==> src/hw/isa_pkg.sv <==
// RV64I subset encodings
package isa_pkg;

  localparam int INST_W    = 32;
  localparam int OPCODE_W  = 7;
  localparam int ALU_OP_W  = 4;
  localparam int BRANCH_W  = 3;
  localparam int MEM_OP_W  = 3;
  localparam int IMM_FMT_W = 3;
  localparam int A_SRC_W   = 1;
  localparam int B_SRC_W   = 2;

  typedef enum logic [OPCODE_W-1:0] {
    OP_LUI    = 7'b0110111,
    OP_AUIPC  = 7'b0010111,
    OP_JAL    = 7'b1101111,
    OP_JALR   = 7'b1100111,
    OP_BRANCH = 7'b1100011,
    OP_LOAD   = 7'b0000011,
    OP_STORE  = 7'b0100011,
    OP_IMM    = 7'b0010011,
    OP_IMM32  = 7'b0011011,
    OP_REG    = 7'b0110011,
    OP_REG32  = 7'b0111011,
    OP_SYSTEM = 7'b1110011
  } opcode_e;

  typedef enum logic [ALU_OP_W-1:0] {
    ALU_ADD      = 4'b0000,
    ALU_COPY_IMM = 4'b0011,
    ALU_SUB      = 4'b1000,
    ALU_ADDW     = 4'b1001, // Add, then sign-extend low word
    ALU_SLTU     = 4'b1010,
    ALU_EBREAK   = 4'b1110,
    ALU_NONE     = 4'b1111
  } alu_op_e;

  typedef enum logic [BRANCH_W-1:0] {
    BR_NONE = 3'b000,
    BR_JAL  = 3'b001,
    BR_JALR = 3'b010,
    BR_EQ   = 3'b100,
    BR_NE   = 3'b101
  } branch_e;

  typedef enum logic [MEM_OP_W-1:0] {
    MEM_W_S  = 3'b100,
    MEM_D    = 3'b110,
    MEM_NONE = 3'b111
  } mem_op_e;

  typedef enum logic [IMM_FMT_W-1:0] {
    IMM_I    = 3'b000,
    IMM_U    = 3'b001,
    IMM_S    = 3'b010,
    IMM_B    = 3'b011,
    IMM_J    = 3'b100,
    IMM_NONE = 3'b111
  } imm_fmt_e;

  typedef enum logic [A_SRC_W-1:0] {
    A_REG = 1'b0,
    A_PC  = 1'b1
  } a_src_e;

  typedef enum logic [B_SRC_W-1:0] {
    B_REG  = 2'b00,
    B_IMM  = 2'b01,
    B_FOUR = 2'b10  // Return address PC+4
  } b_src_e;

endpackage

==> src/hw/core_pkg.sv <==
// Core machine constants
package core_pkg;

  localparam int XLEN       = 64;
  localparam int REG_ADDR_W = 5;
  localparam int NUM_REGS   = 32;

  localparam logic [XLEN-1:0] DEF_RESET_PC    = 64'h0000_0000_8000_0000;
  localparam int              DEF_QUEUE_DEPTH = 4;

  // One decoded instruction as stored in the queue
  localparam int DEC_W = XLEN
                       + 3 * REG_ADDR_W
                       + isa_pkg::ALU_OP_W
                       + isa_pkg::BRANCH_W
                       + isa_pkg::MEM_OP_W
                       + isa_pkg::A_SRC_W
                       + isa_pkg::B_SRC_W
                       + 3; // reg_wr, mem_wr, mem_rd

endpackage

==> src/hw/inst_decode.sv <==
// Instruction decode stage
module inst_decode
  import isa_pkg::*;
  import core_pkg::*;
(
  input  logic                  i_clk,
  input  logic                  i_rst_n,
  input  logic [INST_W-1:0]     i_inst,
  input  logic                  i_inst_valid,
  output logic                  o_dec_valid,
  output logic [XLEN-1:0]       o_imm,
  output logic [REG_ADDR_W-1:0] o_ra,
  output logic [REG_ADDR_W-1:0] o_rb,
  output logic [REG_ADDR_W-1:0] o_rd,
  output alu_op_e               o_alu_op,
  output branch_e               o_branch,
  output mem_op_e               o_mem_op,
  output a_src_e                o_a_src,
  output b_src_e                o_b_src,
  output logic                  o_reg_wr,
  output logic                  o_mem_wr,
  output logic                  o_mem_rd
);

  logic [6:0]      opcode;
  logic [2:0]      funct3;
  logic [6:0]      funct7;
  logic [XLEN-1:0] imm_i;
  logic [XLEN-1:0] imm_u;
  logic [XLEN-1:0] imm_s;
  logic [XLEN-1:0] imm_b;
  logic [XLEN-1:0] imm_j;
  logic [XLEN-1:0] imm;
  imm_fmt_e        fmt;
  alu_op_e         alu_op;
  branch_e         branch;
  mem_op_e         mem_op;
  a_src_e          a_src;
  b_src_e          b_src;
  logic            reg_wr;

  assign opcode = i_inst[6:0];
  assign funct3 = i_inst[14:12];
  assign funct7 = i_inst[31:25];

  assign imm_i = {{52{i_inst[31]}}, i_inst[31:20]};
  assign imm_u = {{32{i_inst[31]}}, i_inst[31:12], 12'b0};
  assign imm_s = {{52{i_inst[31]}}, i_inst[31:25], i_inst[11:7]};
  assign imm_b = {{52{i_inst[31]}}, i_inst[7], i_inst[30:25], i_inst[11:8], 1'b0};
  assign imm_j = {{44{i_inst[31]}}, i_inst[19:12], i_inst[20], i_inst[30:21], 1'b0};

  wire inst_lui    = (opcode == OP_LUI);
  wire inst_auipc  = (opcode == OP_AUIPC);
  wire inst_jal    = (opcode == OP_JAL);
  wire inst_jalr   = (opcode == OP_JALR) & (funct3 == 3'b000);
  wire inst_beq    = (opcode == OP_BRANCH) & (funct3 == 3'b000);
  wire inst_bne    = (opcode == OP_BRANCH) & (funct3 == 3'b001);
  wire inst_lw     = (opcode == OP_LOAD) & (funct3 == 3'b010);
  wire inst_sw     = (opcode == OP_STORE) & (funct3 == 3'b010);
  wire inst_sd     = (opcode == OP_STORE) & (funct3 == 3'b011);
  wire inst_addi   = (opcode == OP_IMM) & (funct3 == 3'b000);
  wire inst_sltiu  = (opcode == OP_IMM) & (funct3 == 3'b011);
  wire inst_addiw  = (opcode == OP_IMM32) & (funct3 == 3'b000);
  wire inst_add    = (opcode == OP_REG) & (funct3 == 3'b000) & (funct7 == 7'b0000000);
  wire inst_sub    = (opcode == OP_REG) & (funct3 == 3'b000) & (funct7 == 7'b0100000);
  wire inst_addw   = (opcode == OP_REG32) & (funct3 == 3'b000) & (funct7 == 7'b0000000);
  wire inst_ebreak = (opcode == OP_SYSTEM) & (funct3 == 3'b000) & i_inst[20]; // Not ecall

  wire type_r = inst_add | inst_sub | inst_addw;
  wire type_i = |{inst_lw, inst_addi, inst_sltiu, inst_addiw, inst_ebreak, inst_jalr};
  wire type_u = inst_lui | inst_auipc;
  wire type_s = inst_sw | inst_sd;
  wire type_b = inst_beq | inst_bne;
  wire type_j = inst_jal;

  always_comb begin
    if (type_i)      fmt = IMM_I;
    else if (type_u) fmt = IMM_U;
    else if (type_s) fmt = IMM_S;
    else if (type_b) fmt = IMM_B;
    else if (type_j) fmt = IMM_J;
    else             fmt = IMM_NONE; // R-type and unknown
  end

  always_comb begin
    case (fmt)
      IMM_I:   imm = imm_i;
      IMM_U:   imm = imm_u;
      IMM_S:   imm = imm_s;
      IMM_B:   imm = imm_b;
      IMM_J:   imm = imm_j;
      default: imm = '0;
    endcase
  end

  always_comb begin
    if (inst_lui)                                 alu_op = ALU_COPY_IMM;
    else if (inst_addiw | inst_addw)              alu_op = ALU_ADDW;
    else if (inst_sub | type_b)                   alu_op = ALU_SUB;
    else if (inst_sltiu)                          alu_op = ALU_SLTU;
    else if (inst_ebreak)                         alu_op = ALU_EBREAK;
    else if (|{inst_auipc, inst_jal, inst_jalr, inst_lw, type_s, inst_addi, inst_add})
      alu_op = ALU_ADD;
    else
      alu_op = ALU_NONE;
  end

  always_comb begin
    if (inst_jal)       branch = BR_JAL;
    else if (inst_jalr) branch = BR_JALR;
    else if (inst_beq)  branch = BR_EQ;
    else if (inst_bne)  branch = BR_NE;
    else                branch = BR_NONE;
  end

  assign mem_op = (inst_lw | inst_sw) ? MEM_W_S : (inst_sd ? MEM_D : MEM_NONE);
  assign a_src  = (inst_jal | inst_auipc | inst_jalr) ? A_PC : A_REG;
  assign b_src  = (inst_jal | inst_jalr) ? B_FOUR :
                  ((type_i | type_u | type_s) ? B_IMM : B_REG);
  // Loads return no data here, ebreak has no result
  assign reg_wr = |{type_r, type_u, type_j, inst_addi, inst_sltiu, inst_addiw, inst_jalr};

  always_ff @(posedge i_clk) begin
    if (!i_rst_n) begin
      o_dec_valid <= 1'b0;
    end else begin
      o_dec_valid <= i_inst_valid;
    end
  end

  always_ff @(posedge i_clk) begin
    if (i_inst_valid) begin
      o_imm    <= imm;
      o_ra     <= i_inst[19:15];
      o_rb     <= i_inst[24:20];
      o_rd     <= i_inst[11:7];
      o_alu_op <= alu_op;
      o_branch <= branch;
      o_mem_op <= mem_op;
      o_a_src  <= a_src;
      o_b_src  <= b_src;
      o_reg_wr <= reg_wr;
      o_mem_wr <= type_s;
      o_mem_rd <= inst_lw;
    end
  end

endmodule

==> config.mk <==
export PLATFORM = sky130hd
export DESIGN_NAME = inst_decode
export DESIGN_NICKNAME = d
export VERILOG_FILES = /design/src/hw/isa_pkg.sv /design/src/hw/core_pkg.sv /design/src/hw/inst_decode.sv
export SDC_FILE = /design/constraint.sdc
export NUM_CORES = 1
export LEC_CHECK = 0
export ABC_AREA = 1
export BUFFER_PORTS_ARGS = -buffer_cell sky130_fd_sc_hd__clkbuf_2
export CAP_MARGIN = 20
export CORE_ASPECT_RATIO = 1.25
export CORE_UTILIZATION = 40
export DETAILED_ROUTE_END_ITERATION = 7
export HOLD_SLACK_MARGIN = 0.05
export PLACE_DENSITY = 0.69
export SETUP_SLACK_MARGIN = 0.15
export SYNTH_ARGS = -nofsm -noshare
export SYNTH_HDL_FRONTEND = slang
export SYNTH_SLANG_ARGS = --single-unit
export TNS_END_PERCENT = 30
==> constraint.sdc <==
create_clock -name i_clk -period 1.7 [get_ports i_clk]
set_input_delay 0.085 -clock i_clk [delete_from_list [all_inputs] [get_ports i_clk]]
set_output_delay 0.085 -clock i_clk [all_outputs]
set_load 0.03 [all_outputs]
==> reports/results.ini <==
[grt]
first_global_vias = 2237
overflow = 0
grt_util_all_layers_pct = 17.3
grt_max_degree = 64
grt_util_met2_pct = 29.2
gr-max-usage-layer = met2
grt_use_met1_pct = 20.2
grt_pass1_wl_mm = 10.4
antenna_found_initial = 0
grt_util_met3_pct = 4.71

[floorplan]
rows = 35
dieArea_sq_um = 8150
die_h_microns = 101
start_util_pct = 41.9
placeableCoreArea_sq_um = 7440
io_pins = 131
dieWidth_microns = 81.0

[worst_setup_path]
critPathLaunch = i_inst[20]
crit_path_end = o_imm[13]
cp_max_fo = 9
path_cells = dlygate4sd3_1, clkbuf_2, nand4_1, o21a_2, nand2_4, o21ai_4, nand2_1
cp-start-kind = input pin
cp.required_ps = 1780
crit_path_max_incr_delay_ps = 530
crit_type = in -> reg
cp.arrival_ps = 1520
cpMaxStageDelayCell = dlygate4sd3_1
cp-end-kind = flop

[placement]
dp_slack_ps = 45.8
dp_cells = 492
numPortBuffers = 129
hpwl_mm = 4.89
finalWeightedCongestion = 0.938

[route]
wl_per_cell_microns = 12.7
routed_via_density = 4.65
drt_drc_violations_left = 0
wl_mm = 6.67
ant_nets = 0
dr.pass1.iters = 4
initialDrtViolationCount = 108
via_count = 2442

[synthesis]
yosys.area.top_type_share_pct = 59.7
synthesis.nets = 339
ys_types = 28
synth_edf_count = 62
synth.most_common_cell = nand2_1
synthCells = 304
synth_commonest_cells = nand2_1, edfxtp_1, buf_4
synthArstFlopShare_pct = 0
avgSynthCellArea_sq_um = 10.3
yosysWarnings = 0
synth_area_leader_cell = edfxtp_1
syn-cell-area_sq_um = 3120
ys_top_cells_by_area = edfxtp_1, nand2_1, buf_4
synth_seq_cells = 63
synthFlopType = edfxtp_1
synth-seq-area-share_pct = 60.4

[clocking]
htree_levels = 3
clkSinkCount = 63
clkTransAtPathRegs_ps = 70
ctsResizeCount = 0
cts_buffers = 9
cts_buffer_depth = 2
cts_tree = built
cts-root-buf = clkbuf_8
post-cts-setup-buffers = 0

[power_and_ir_drop]
peakVddDrop_mv = 0.463
p_leak_uw = 0.00200
pwr_density_cell_nw_per_um2 = 929
p_total_uw = 3720

[timing]
fin_setup_tns_ps = 0
tightestPinTransition_ps = 521
relSlewSlack_pct = 65.1
setup-violations-final = 0
period_minus_slack_ps = 1440
fmax_mhz = 695
fin_crit_sh_pct = 84.6
hold_violations = 0
layout_setup_ws_ps = 261
rsz0062_at_grt = false
drv_slew = 0

[worst_hold_path]
hold_class = in -> reg

[layout]
drive_above_1_share_pct = 39.3
insertedDiodeCount = 0
fin_nets = 463
area_growth_pct = 28.6
fin_cells = 525

[flow_run]
maxCapViolCount = 0

[run_status]
outcome = finished, final reports clean

==> routing by layer <==
metal | vias to the layer above | part of all wire (%)
met5 | - | 0
li1 | 1226 | -
met1 | 1100 | 41
met4 | 0 | 2.2
met3 | 12 | 5.9
met2 | 104 | 51
==> cell usage in the layout (no fill, tap or decap), types with 9 or more instances in the layout <==
cell type      Yosys  routed
inv_1             25      25
nand3b_1          11      11
o21ai_0           14      14
dlygate4sd3_1      0      17
nor2_1            29      29
edfxtp_1          62      62
nand2_1           75      75
nand3_1           16      16
clkbuf_2           0     129
clkbuf_8           0       9
==> cell type report <==
class	instances	area (sq um)
Inverter	29	109
Clock inverter	7	73.8
Sequential cell	63	1880
Tap cell	92	115
Fill cell	704	3440
Timing Repair Buffer	150	858
Multi-Input combinational cell	175	846
Clock buffer	9	124
==> metrics by stage <==
stage                     area (sq um)  utilization (%)  hold WS [ps]
after floorplan                   3120                -           178
after global placement            3640             48.9           274
after detailed placement          3640             48.9           274
after CTS                         4000             53.7          52.2
after global routing              4010             53.8          74.9
final                             4010             53.8          81.6
==> power breakdown <==
group	leakage (uW)	switching (uW)	internal (uW)
sequential	0.000605	27.0	1800
clock	0.0000891	589	675
combinational	0.00131	460	168
total	0.00200	1080	2650
==> state kept, by name, indices dropped and copies added (netlist names) <==
| register | count |
|---|---|
| o_mem_wr | 1 |
| o_b_src | 2 |
| o_mem_rd | 1 |
| o_ra | 5 |
| o_reg_wr | 1 |
| o_rb | 5 |
| o_mem_op | 2 |
| o_rd | 5 |
| o_dec_valid | 1 |
| o_branch | 3 |
| o_alu_op | 4 |
| o_imm | 32 |
| o_a_src | 1 |
==> how the worst min path moves through the flow <==
stage / startpoint / slack [ps] / depth (start not counted) / to
after CTS: i_inst[12] / 50 / 3 / o_imm[12]
after floorplan: i_inst_valid / 180 / 2 / o_dec_valid
after global routing: i_inst[25] / 70 / 3 / o_imm[5]
after detailed placement: i_rst_n / 270 / 3 / o_dec_valid
final: i_inst[14] / 80 / 3 / o_imm[14]
after global placement: i_rst_n / 270 / 3 / o_dec_valid
==> critical path: cells and delay by family <==
kind	cells	cell delay [ps]
simple gates	3	290
compound gates	2	440
buf+inv	2	700
==> cell families (layout without fill, tap and decap cells) <==
group,count (synthesis),after routing,synth area share [%]
AO/OA/AOI/OAI,20,20,3.97
buffers and inverters,66,195,12.5
flip-flops,63,63,60.4
other,1,1,0.120
AND/OR/NAND/NOR,154,154,23.0
==> timing repair <==
item	4_1_cts	5_1_grt
hold endpoints to repair	26	1
hold buffers	16	1
setup endpoints to repair	0	0
Power figures use the tool's default switching activity.
