### src/hw/isa_pkg.sv
// RV64I subset encodings
package isa_pkg;

  localparam int INST_W    = 32;
  localparam int OPCODE_W  = 7;
  localparam int ALU_OP_W  = 4;
  localparam int BRANCH_W  = 3;
  localparam int MEM_OP_W  = 3;
  localparam int IMM_FMT_W = 3;
  localparam int A_SRC_W   = 1;
  localparam int B_SRC_W   = 2;

  typedef enum logic [OPCODE_W-1:0] {
    OP_LUI    = 7'b0110111,
    OP_AUIPC  = 7'b0010111,
    OP_JAL    = 7'b1101111,
    OP_JALR   = 7'b1100111,
    OP_BRANCH = 7'b1100011,
    OP_LOAD   = 7'b0000011,
    OP_STORE  = 7'b0100011,
    OP_IMM    = 7'b0010011,
    OP_IMM32  = 7'b0011011,
    OP_REG    = 7'b0110011,
    OP_REG32  = 7'b0111011,
    OP_SYSTEM = 7'b1110011
  } opcode_e;

  typedef enum logic [ALU_OP_W-1:0] {
    ALU_ADD      = 4'b0000,
    ALU_COPY_IMM = 4'b0011,
    ALU_SUB      = 4'b1000,
    ALU_ADDW     = 4'b1001, // Add, then sign-extend low word
    ALU_SLTU     = 4'b1010,
    ALU_EBREAK   = 4'b1110,
    ALU_NONE     = 4'b1111
  } alu_op_e;

  typedef enum logic [BRANCH_W-1:0] {
    BR_NONE = 3'b000,
    BR_JAL  = 3'b001,
    BR_JALR = 3'b010,
    BR_EQ   = 3'b100,
    BR_NE   = 3'b101
  } branch_e;

  typedef enum logic [MEM_OP_W-1:0] {
    MEM_W_S  = 3'b100,
    MEM_D    = 3'b110,
    MEM_NONE = 3'b111
  } mem_op_e;

  typedef enum logic [IMM_FMT_W-1:0] {
    IMM_I    = 3'b000,
    IMM_U    = 3'b001,
    IMM_S    = 3'b010,
    IMM_B    = 3'b011,
    IMM_J    = 3'b100,
    IMM_NONE = 3'b111
  } imm_fmt_e;

  typedef enum logic [A_SRC_W-1:0] {
    A_REG = 1'b0,
    A_PC  = 1'b1
  } a_src_e;

  typedef enum logic [B_SRC_W-1:0] {
    B_REG  = 2'b00,
    B_IMM  = 2'b01,
    B_FOUR = 2'b10  // Return address PC+4
  } b_src_e;

endpackage

### src/hw/core_pkg.sv
// Core machine constants
package core_pkg;

  localparam int XLEN       = 64;
  localparam int REG_ADDR_W = 5;
  localparam int NUM_REGS   = 32;

  localparam logic [XLEN-1:0] DEF_RESET_PC    = 64'h0000_0000_8000_0000;
  localparam int              DEF_QUEUE_DEPTH = 4;

  // One decoded instruction as stored in the queue
  localparam int DEC_W = XLEN
                       + 3 * REG_ADDR_W
                       + isa_pkg::ALU_OP_W
                       + isa_pkg::BRANCH_W
                       + isa_pkg::MEM_OP_W
                       + isa_pkg::A_SRC_W
                       + isa_pkg::B_SRC_W
                       + 3; // reg_wr, mem_wr, mem_rd

endpackage

### src/hw/decode_queue.sv
// Decoded instruction FIFO
module decode_queue
  import isa_pkg::*;
  import core_pkg::*;
#(
  parameter int DEPTH = DEF_QUEUE_DEPTH
) (
  input  logic                  i_clk,
  input  logic                  i_rst_n,
  input  logic                  i_push,
  input  logic [XLEN-1:0]       i_imm,
  input  logic [REG_ADDR_W-1:0] i_ra,
  input  logic [REG_ADDR_W-1:0] i_rb,
  input  logic [REG_ADDR_W-1:0] i_rd,
  input  alu_op_e               i_alu_op,
  input  branch_e               i_branch,
  input  mem_op_e               i_mem_op,
  input  a_src_e                i_a_src,
  input  b_src_e                i_b_src,
  input  logic                  i_reg_wr,
  input  logic                  i_mem_wr,
  input  logic                  i_mem_rd,
  input  logic                  i_pop,
  output logic                  o_ready,
  output logic                  o_not_empty,
  output logic [XLEN-1:0]       o_q_imm,
  output logic [REG_ADDR_W-1:0] o_q_ra,
  output logic [REG_ADDR_W-1:0] o_q_rb,
  output logic [REG_ADDR_W-1:0] o_q_rd,
  output alu_op_e               o_q_alu_op,
  output branch_e               o_q_branch,
  output mem_op_e               o_q_mem_op,
  output a_src_e                o_q_a_src,
  output b_src_e                o_q_b_src,
  output logic                  o_q_reg_wr,
  output logic                  o_q_mem_wr,
  output logic                  o_q_mem_rd
);

  localparam int PTR_W = $clog2(DEPTH);
  localparam int CNT_W = $clog2(DEPTH + 1);

  typedef struct packed {
    logic [XLEN-1:0]       imm;
    logic [REG_ADDR_W-1:0] ra;
    logic [REG_ADDR_W-1:0] rb;
    logic [REG_ADDR_W-1:0] rd;
    alu_op_e               alu_op;
    branch_e               branch;
    mem_op_e               mem_op;
    a_src_e                a_src;
    b_src_e                b_src;
    logic                  reg_wr;
    logic                  mem_wr;
    logic                  mem_rd;
  } dec_t;

  logic [DEC_W-1:0] mem [DEPTH];
  logic [PTR_W-1:0] wr_ptr;
  logic [PTR_W-1:0] rd_ptr;
  logic [CNT_W-1:0] count;
  logic             do_push;
  logic             do_pop;
  dec_t             wr_word;
  dec_t             rd_word;

  assign o_ready     = (count != CNT_W'(DEPTH));
  assign o_not_empty = (count != '0);
  assign do_push     = i_push & o_ready;
  assign do_pop      = i_pop & o_not_empty;

  assign wr_word = '{imm: i_imm, ra: i_ra, rb: i_rb, rd: i_rd, alu_op: i_alu_op,
                     branch: i_branch, mem_op: i_mem_op, a_src: i_a_src, b_src: i_b_src,
                     reg_wr: i_reg_wr, mem_wr: i_mem_wr, mem_rd: i_mem_rd};
  assign rd_word = dec_t'(mem[rd_ptr]); // Head is visible without a read cycle

  always_ff @(posedge i_clk) begin
    if (do_push) begin
      mem[wr_ptr] <= wr_word;
    end
  end

  always_ff @(posedge i_clk) begin
    if (!i_rst_n) begin
      wr_ptr <= '0;
      rd_ptr <= '0;
      count  <= '0;
    end else begin
      if (do_push) begin
        wr_ptr <= (wr_ptr == PTR_W'(DEPTH - 1)) ? '0 : wr_ptr + 1'b1;
      end
      if (do_pop) begin
        rd_ptr <= (rd_ptr == PTR_W'(DEPTH - 1)) ? '0 : rd_ptr + 1'b1;
      end
      case ({do_push, do_pop})
        2'b10:   count <= count + 1'b1;
        2'b01:   count <= count - 1'b1;
        default: count <= count;
      endcase
    end
  end

  assign o_q_imm    = rd_word.imm;
  assign o_q_ra     = rd_word.ra;
  assign o_q_rb     = rd_word.rb;
  assign o_q_rd     = rd_word.rd;
  assign o_q_alu_op = rd_word.alu_op;
  assign o_q_branch = rd_word.branch;
  assign o_q_mem_op = rd_word.mem_op;
  assign o_q_a_src  = rd_word.a_src;
  assign o_q_b_src  = rd_word.b_src;
  assign o_q_reg_wr = rd_word.reg_wr;
  assign o_q_mem_wr = rd_word.mem_wr;
  assign o_q_mem_rd = rd_word.mem_rd;

  a_no_push_full: assert property (@(posedge i_clk) disable iff (!i_rst_n)
    i_push |-> o_ready);
  a_no_pop_empty: assert property (@(posedge i_clk) disable iff (!i_rst_n)
    i_pop |-> o_not_empty);
  a_count_bound: assert property (@(posedge i_clk) disable iff (!i_rst_n)
    count <= CNT_W'(DEPTH));

endmodule

### config.mk
export PLATFORM = sky130hd
export DESIGN_NAME = decode_queue
export DESIGN_NICKNAME = d
export VERILOG_FILES = /design/src/hw/isa_pkg.sv /design/src/hw/core_pkg.sv /design/src/hw/decode_queue.sv
export SDC_FILE = /design/constraint.sdc
export NUM_CORES = 1
export LEC_CHECK = 0
export BUFFER_PORTS_ARGS = -buffer_cell sky130_fd_sc_hd__buf_2
export CORE_UTILIZATION = 40
export CTS_BUF_LIST = sky130_fd_sc_hd__clkbuf_16
export CTS_CLUSTER_SIZE = 40
export DETAILED_ROUTE_END_ITERATION = 6
export MAX_ROUTING_LAYER = met4
export PLACE_DENSITY = 0.59
export SETUP_SLACK_MARGIN = 0.5
export SYNTH_ARGS = -nofsm -noshare
export SYNTH_HDL_FRONTEND = slang
export SYNTH_SLANG_ARGS = --single-unit
### constraint.sdc
create_clock -name i_clk -period 2.3 [get_ports i_clk]
set_input_delay 0.115 -clock i_clk [delete_from_list [all_inputs] [get_ports i_clk]]
set_output_delay 0.115 -clock i_clk [all_outputs]
set_load 0.01 [all_outputs]
==> results of run 1 <==
[critical path: stages (launching register included)]
cell and delay, ns:
dfxtp_2 0.32, or3b_4 0.39, and2_4 0.16, inv_4 0.05
ha_4 0.13, inv_2 0.04, fa_2 0.33, xor2_1 0.16
or3_4 0.33, a21boi_2 0.11
[per-layer routing]
layer	track usage	part of all wire	vias to the layer above	routed length (µm)
li1	-	-	3118	-
met1	0.205	0.41	3627	12000
met2	0.294	0.51	236	15200
met3	0.0355	0.060	44	1770
met4	0.0372	0.018	0	529
met5	-	0	-	0
[power by group]
| group | switching [mW] | total, mW | internal, mW |
|---|---|---|---|
| registers | 0.167 | 8.71 | 8.54 |
| clock network | 2.42 | 5.73 | 3.32 |
| logic | 2.68 | 6.42 | 3.74 |
| total | 5.26 | 20.9 | 15.6 |
[timing repair]
| item | CTS | global route |
|---|---|---|
| pin swaps | 5 | 2 |
| gates resized for setup | 75 | 61 |
| hold buffers | 98 | 0 |
| endpoints found under the setup margin | 97 | 152 |
| endpoints found under the hold margin | 389 | 0 |
| cloned | 13 | 3 |
| setup buffers | 14 | 2 |
[how the worst max path moves through the flow]
stage	startpoint	endpoint	slack, ns
after CTS	register	o_q_imm[34]	0.18
after global placement	count[0]$_SDFFE_PN0P_	count[2]$_SDFFE_PN0P_	0.20
after global routing	count[1]$_SDFFE_PN0P_	count[2]$_SDFFE_PN0P_	0.14
final	count[1]$_SDFFE_PN0P_	count[2]$_SDFFE_PN0P_	0.19
after floorplan	count[2]$_SDFFE_PN0P_	mem[0][0]$_DFFE_PP_	0.05
after detailed placement	count[0]$_SDFFE_PN0P_	count[2]$_SDFFE_PN0P_	0.12
[registers in the layout (all words and copies together), names as in the netlist, named ones only]
name,flops
rd_ptr,2
mem,380
wr_ptr,2
count,3
[Yosys cell counts (2+ instances only)]
master | number | area [µm²]
buf_2 | 11 | 55.1
o21ai_0 | 4 | 20.0
inv_1 | 7 | 26.3
mux4_2 | 95 | 2140
buf_6 | 7 | 78.8
nand2_1 | 6 | 22.5
nor2_1 | 2 | 7.51
nand3_1 | 2 | 10.0
ha_1 | 6 | 75.1
and2_1 | 2 | 12.5
and3_2 | 4 | 30.0
clkbuf_1 | 5 | 18.8
edfxtp_1 | 380 | 11400
dfxtp_1 | 9 | 180
or3_2 | 2 | 15.0
[stage by stage]
step | setup WS (ns) | std cells | utilization | power [mW] | hold WS, ns
after floorplan | 0.0533 | 553 | - | 11.5 | 0.214
after global placement | 0.203 | 1202 | 0.461 | 12.9 | 0.323
after detailed placement | 0.123 | 1202 | 0.461 | 13.1 | 0.332
after CTS | 0.177 | 1396 | 0.547 | 20.5 | 0.0300
after global routing | 0.143 | 1401 | 0.558 | 21.7 | 0.0650
final | 0.194 | 1401 | 0.558 | 20.9 | 0.0780
[kinds of logic after synthesis]
| logic type | count (synthesis) |
|---|---|
| DFF | 389 |
| muxes | 96 |
| buffers and inverters | 31 |
| and+or+nand+nor | 21 |
| AOI/OAI and AO/OA | 7 |
| adders and majority gates | 7 |
| xor gates and xnor gates | 2 |
[cell usage in the layout, fill, tap and decap left out, types with 4 or more instances in the layout]
master	instances
clkbuf_16	44
and3_4	4
buf_16	15
buf_4	13
dfxtp_1	4
edfxtp_1	380
mux4_2	95
clkinv_1	7
nand2_1	6
inv_1	16
buf_2	111
dlygate4sd3_1	98
buf_12	21
clkinv_2	8
buf_6	84
ha_1	5
[layout make-up]
| cell class | count | area [µm²] | share of cell area |
|---|---|---|---|
| Clock inverter | 28 | 145 | 0.00749 |
| Sequential cell | 389 | 11600 | 0.599 |
| Inverter | 7 | 28.8 | 0.00148 |
| Timing Repair Buffer | 348 | 3530 | 0.182 |
| Tap cell | 455 | 569 | 0.0294 |
| Multi-Input combinational cell | 133 | 2470 | 0.128 |
| Clock buffer | 41 | 1030 | 0.0529 |
==> flow_summary.ini, run 1 <==
[timing]
drv_slew = 0
hold_viol = 0
post-route-period-util = 0.916
tns_ns = 0
slew_headroom = 0.661
fmax_ghz = 0.475
fin_skew_ns = 0.00809
fin_crit_ns = 2.11
tightest_slew_ns = 0.508
rsz0062_at_grt = yes
setup_violations = 0

[yosys]
ys_seq_elements = 389
synth_xor_area_frac = 0.00123
synthSimpleGateAreaFrac = 0.00855
synthArstFlopShare = 0
synth_top_family_by_area = multiplexers
synthAdderAreaFrac = 0.00670
ys_warn_count = 0
synth-compound-area-share = 0.00282
synthFlopType = edfxtp_1
syn_nets = 659
syn_avg_cell_area_um2 = 25.7
synth_edf_count = 380
yosysSeqAreaShare = 0.816
synthMuxAreaShare = 0.151
synth_area_um2 = 14200
yosysUniqueCellTypes = 26
synthCells = 553

[hold_path]
whs_path_depth = 4
hp-class = input pin to register
hold_start = i_pop

[cts]
clk_pin_slew_ns = 0.06
cts_max_level = 2
cts_tree = built
worstSkewPairLatency_ns = 0.51
cts-root-buf = clkbuf_16
cts_buffer_depth = 3
cts_buffers = 40
clock_sinks = 389

[power]
peakVddDrop_uv = 751
pwr_density_cell_nw_per_um2 = 1080
leakagePower_nw = 6.65

[floorplan]
design.core.area_um2 = 34700
initial_core_util = 0.409
die_w_um = 190
fp.dieArea_um2 = 36300
ios = 196
rows = 68
die_height_um = 190

[route]
drt_iter0_markers = 290
first_pass_iters = 5
drt_wl_total_um = 29600
drcViolationCount = 0
ant_nets = 0
via_count = 7025
via_per_inst = 5.01
wl_per_cell_um = 21.1

[grt]
grt_pass1_vias = 7684
grt_pass1_wl_um = 44300
grt_max_degree = 64
grt_usage = 0.170
grt_overflow_total = 0
grt_antenna_before_repair = 0

[placed_design]
place_area_um2 = 16000
dpl.hpwl_um = 16900
gp_congestion = 0.756
port_buffers = 195

[worst_setup_path]
r2r_slack_ns = 0.19
arrival_ns = 2.55
path_max_fanout = 2
r2r-end = count[2]$_SDFFE_PN0P_
r2r-start = count[1]$_SDFFE_PN0P_
worstPathRequired_ns = 2.74
r2r_cells = 9
endpoint_kind = register
cp-start-kind = register
path_class = register to register

[layout]
antenna_cells = 0
drive_gt1_frac = 0.440
area_growth_pct = 36.5
fillers = 2557
fin_nets = 1025
stdcell_area_um2 = 19400

[run]
drv_cap = 0

[outcome]
outcome = finished clean
No activity file was read; power rests on OpenSTA's default activity.
==> run 2: changes to the inputs <==
BUFFER_PORTS_ARGS = default   (was -buffer_cell sky130_fd_sc_hd__buf_2)
CORE_MARGIN = 8   (was default)
DONT_BUFFER_PORTS = 1   (was default)
PLACE_DENSITY = 0.55   (was 0.59)
==> run 2 against run 1 <==
Cell count down 13%. Combinational power down 26%. Clock power up 9.2%. Largest cell class unchanged. Worst hold slack better by 0.042 ns.
==> flow_summary.ini, run 2 (synthesis results as in run 1) <==
[outcome]
outcome = finished clean

[timing]
whs_ns = 0.120
drv_slew = 0
tightest_slew_ns = 0.478
fin_crit_ns = 2.10
rsz0062_at_grt = yes
post-route-period-util = 0.913
fmax_ghz = 0.476
fin_skew_ns = 0.00854
tns_ns = 0
slew_headroom = 0.681
hold_viol = 0
setup_violations = 0

[grt]
grt_usage = 0.144
grt_antenna_before_repair = 3
grt_max_degree = 68
grt_pass1_vias = 6786
grt_overflow_total = 0
grt_pass1_wl_um = 43800

[worst_setup_path]
crit_start = count[1]$_SDFFE_PN0P_
path_class = register to register
endpoint_kind = register
r2r_slack_ns = 0.20
arrival_ns = 2.56
r2r-start = count[1]$_SDFFE_PN0P_
r2r_cells = 9
cp-start-kind = register
worstPathRequired_ns = 2.76
r2r-end = count[2]$_SDFFE_PN0P_
cp-endpoint = count[2]$_SDFFE_PN0P_
path_max_fanout = 2

[floorplan]
design.core.area_um2 = 35200
initial_core_util = 0.403
die_w_um = 204
fp.dieArea_um2 = 41800
rows = 69
ios = 196
die_height_um = 204

[layout]
final_common_cell = edfxtp_1
largest_reg_flops = 380
final_cells = 1214
fin_nets = 828
area_growth_pct = 25.7
drive_gt1_frac = 0.301
final_cell_mix = edfxtp_1, dlygate4sd3_1, mux4_2, clkbuf_16
regMostFlops = mem
top_regs = mem: 380 flops, count: 3 flops

[placed_design]
dp_cells = 1005
dpl.hpwl_um = 16200
gp_congestion = 0.696
port_buffers = 0

[cts]
cts_buffer_depth = 3
worstSkewPairLatency_ns = 0.52
cts_buffers = 41
cts_tree = built
clock_sinks = 389
cts_max_level = 2
cts-root-buf = clkbuf_16
clk_pin_slew_ns = 0.06

[route]
via_per_inst = 5.18
via_count = 6285
wl_per_cell_um = 24.4
drcViolationCount = 0
drt_iter0_markers = 321
drt_wl_total_um = 29600
first_pass_iters = 4
ant_nets = 0

[power]
peakVddDrop_uv = 714
leakagePower_nw = 5.70
pwr_density_cell_nw_per_um2 = 1110

[run]
drv_cap = 0

[hold_path]
hold_start = i_push
hp-class = input pin to register
==> run 2: changes by cell type in the layout (fill, tap and decap cells not counted), moves of 4 or more <==
cell    before  now
buf_12      21   11
buf_2      111    0
buf_6       84   11
inv_1       16   12
==> run 2: what timing repair did <==
action,CTS,global route
endpoints found under the setup margin,97,97
pin swaps,6,2
hold buffers,98,0
resized for setup,24,10
hold endpoints to repair,389,0
buffers inserted,19,3
gates cloned,10,5
==> run 2: worst min-delay path by stage <==
stage / end / slack (ns) / cells after the start
after floorplan: mem[0][0]$_DFFE_PP_ / 0.21 / 0
after global placement: mem[0][65]$_DFFE_PP_ / 0.21 / 0
after detailed placement: mem[2][24]$_DFFE_PP_ / 0.21 / 0
after CTS: mem[1][7]$_DFFE_PP_ / 0.1 / 2
after global routing: mem[1][7]$_DFFE_PP_ / 0.1 / 2
final: mem[1][7]$_DFFE_PP_ / 0.12 / 2
==> run 2: power by group <==
group          internal (mW)  switching [mW]
combinational           2.40            2.36
sequential              8.54           0.175
clock                   3.70            2.56
==> run 2: stage by stage <==
| step | util | worst slack, ns | cell area, µm² | power, mW |
|---|---|---|---|---|
| 2_1_floorplan | - | 0.0533 | 14200 | 11.5 |
| 3_3_place_gp | 0.423 | 0.199 | 14900 | 12.2 |
| 3_5_place_dp | 0.423 | 0.142 | 14900 | 12.4 |
| 4_1_cts | 0.502 | 0.189 | 17700 | 19.8 |
| 5_1_grt | 0.507 | 0.162 | 17800 | 20.6 |
| 6_report | 0.507 | 0.201 | 17800 | 19.7 |
==> run 2: worst max-delay path: stages (launching register included) <==
cell	delay (ns)
dfxtp_2	0.33
or3b_4	0.39
and2_4	0.15
inv_2	0.06
ha_4	0.12
inv_2	0.03
fa_2	0.33
xor2_1	0.16
or3_4	0.33
a21boi_2	0.12
==> run 2: cell type report <==
cell class              instances  area [µm²]
fillers                      2744       17400
clock inverters                30         258
multi-input cells             133        2470
inverters                       7        26.3
repair buffers                150        1880
well taps                     461         577
clock buffers                  41        1030
flip-flops and latches        389       11600
diodes                          3        7.51
==> run 2: per-layer routing <==
metal / GRT usage / vias up / share of wire
met5: - / - / 0
met4: 0.0414 / 0 / 0.023
met3: 0.0403 / 53 / 0.065
met2: 0.228 / 206 / 0.49
met1: 0.182 / 3306 / 0.42
li1: - / 2720 / -
==> run 3: changes to the inputs <==
RECOVER_POWER = 100   (was default)
==> run 3 against run 2 <==
Final area is 1.1% lower. Critical endpoint unchanged. Sequential share of layout area is 0.69 points higher. Die area stayed put. Highest routed layer unchanged. Sequential power hardly changed. Combinational power is 4.8% lower.
==> flow_summary.ini, run 3 (synthesis results as in run 1) <==
[worst_setup_path]
cp-start-kind = register
crit_buf_inv = 4
worstPathRequired_ns = 2.76
max_stage_delay_ns = 0.41
endpoint_kind = register
crit_family = buffers and inverters
path_class = register to register
arrival_ns = 2.60
worstPathCellList = clkbuf_1, o31ai_1, inv_1, ha_4, buf_4, buf_4, xor2_1, or3_4, a21boi_2
path_max_fanout = 4
path_common_cell = buf_4
cpMaxStageDelayCell = o31ai_1

[route]
via_count = 6279
via_per_inst = 5.17
drt_wl_total_um = 29700
wl_met1_um = 12400
route.met3.wl_um = 2010
wl_per_cell_um = 24.5
first_pass_iters = 4
met2WireLength_um = 14600
ant_nets = 0
drcViolationCount = 0
drt_iter0_markers = 322
dr.max_layer_used = met4

[power]
pwr-share-comb = 0.232
internal-power_mw = 14.4
clkPwrFrac = 0.321
finalPower_mw = 19.5
leakagePower_nw = 5.64
peakVddDrop_uv = 713
seq_power_share = 0.447
p_sw_mw = 5.07
pwr_density_cell_nw_per_um2 = 1110
p_sw_frac = 0.260

[cts]
cts-root-buf = clkbuf_16
cts_tree = built
clk_pin_slew_ns = 0.06
cts_buffers = 41
clock_sinks = 389
worstSkewPairLatency_ns = 0.52
cts_max_level = 2
cts_buffer_depth = 3

[placed_design]
port_buffers = 0
gp_congestion = 0.696
dpl.hpwl_um = 16200
dp_slack_ns = 0.142

[timing]
rsz0062_at_grt = yes
drv_slew = 0
tns_ns = 0
hold_viol = 0
tightest_slew_ns = 0.965
fmax_ghz = 0.467
slew_headroom = 0.357
post-route-period-util = 0.930
setup_violations = 0
layout_setup_ws_ns = 0.161
fin_skew_ns = 0.00669
fin_crit_ns = 2.14

[grt]
grt_max_degree = 68
grt_pass1_wl_um = 43800
grt_pass1_vias = 6786
grt_overflow_total = 0
grt_usage = 0.144
grt_antenna_before_repair = 3

[floorplan]
rows = 69
design.core.area_um2 = 35200
fp.dieArea_um2 = 41800
die_height_um = 204
initial_core_util = 0.403
die_w_um = 204
ios = 196

[layout]
top_regs = mem: 380 flops, count: 3 flops
area_growth_pct = 24.3
fin_nets = 828
regMostFlops = mem
drive_gt1_frac = 0.283
final_cell_mix = edfxtp_1, dlygate4sd3_1, mux4_2, clkbuf_16
largest_reg_flops = 380
final_common_cell = edfxtp_1

[outcome]
outcome = finished clean

[hold_path]
hp-class = input pin to register

[run]
drv_cap = 0
[run 3: cell count changes in the layout (fill, tap and decap cells not counted), sizes merged]
cell / change
buf: -13
clkbuf: +13
[run 3: layout make-up]
class / count / area [µm²]
well taps: 461 / 577
repair buffers: 150 / 1710
multi-input cells: 133 / 2450
diodes: 3 / 7.51
flip-flops and latches: 389 / 11600
clock inverters: 30 / 258
clock buffers: 41 / 1030
inverters: 7 / 26.3
fillers: 2774 / 17600
[run 3: per-stage QoR]
step | hold slack (ns) | std cells | cell area (µm²) | utilization
final | 0.277 | 1214 | 17700 | 0.501
after detailed placement | 0.214 | 1005 | 14900 | 0.423
after CTS | 0.0964 | 1203 | 17700 | 0.502
after floorplan | 0.214 | 553 | 14200 | -
after global routing | 0.284 | 1214 | 17700 | 0.501
after global placement | 0.214 | 1005 | 14900 | 0.423
[run 3: what timing repair did]
action	CTS	global route
hold buffers	98	0
endpoints found under the hold margin	389	0
pin swaps	6	2
cloned	10	5
buffers inserted	19	3
resized for setup	24	10
setup endpoints to repair	97	97
[run 3: power groups by stage]
| stage | clock [mW] | combinational (mW) | sequential [mW] |
|---|---|---|---|
| after floorplan | 0 | 2.64 | 8.81 |
| after global placement | 0 | 3.41 | 8.84 |
| after detailed placement | 0 | 3.46 | 8.89 |
| after CTS | 6.42 | 4.65 | 8.72 |
| after global routing | 6.71 | 4.85 | 8.78 |
| final | 6.26 | 4.53 | 8.72 |
[run 3: worst paths after layout]
path | cells past startpoint | slack (ns) | to | startpoint
worst max-delay path | 9 | 0.16 | count[2]$_SDFFE_PN0P_ | count[1]$_SDFFE_PN0P_
worst min-delay path | 2 | 0.28 | mem[2][7]$_DFFE_PP_ | i_push
worst max register to register | 9 | 0.16 | count[2]$_SDFFE_PN0P_ | count[1]$_SDFFE_PN0P_
worst min register to register | 2 | 0.52 | register | rd_ptr[1]$_SDFFE_PN0P_
[run 3: worst reg2reg max path: stages, from the launching register on]
cell and delay [ns]:
dfxtp_1 0.33, clkbuf_1 0.15, o31ai_1 0.41, inv_1 0.14, ha_4 0.19, buf_4 0.13
buf_4 0.13, xor2_1 0.17, or3_4 0.33, a21boi_2 0.12
[run 3: routing by layer]
layer  vias up  GRT usage
li1       2720          -
met1      3305      0.182
met2       203      0.228
met3        51     0.0403
met4         0     0.0414
met5         -          -
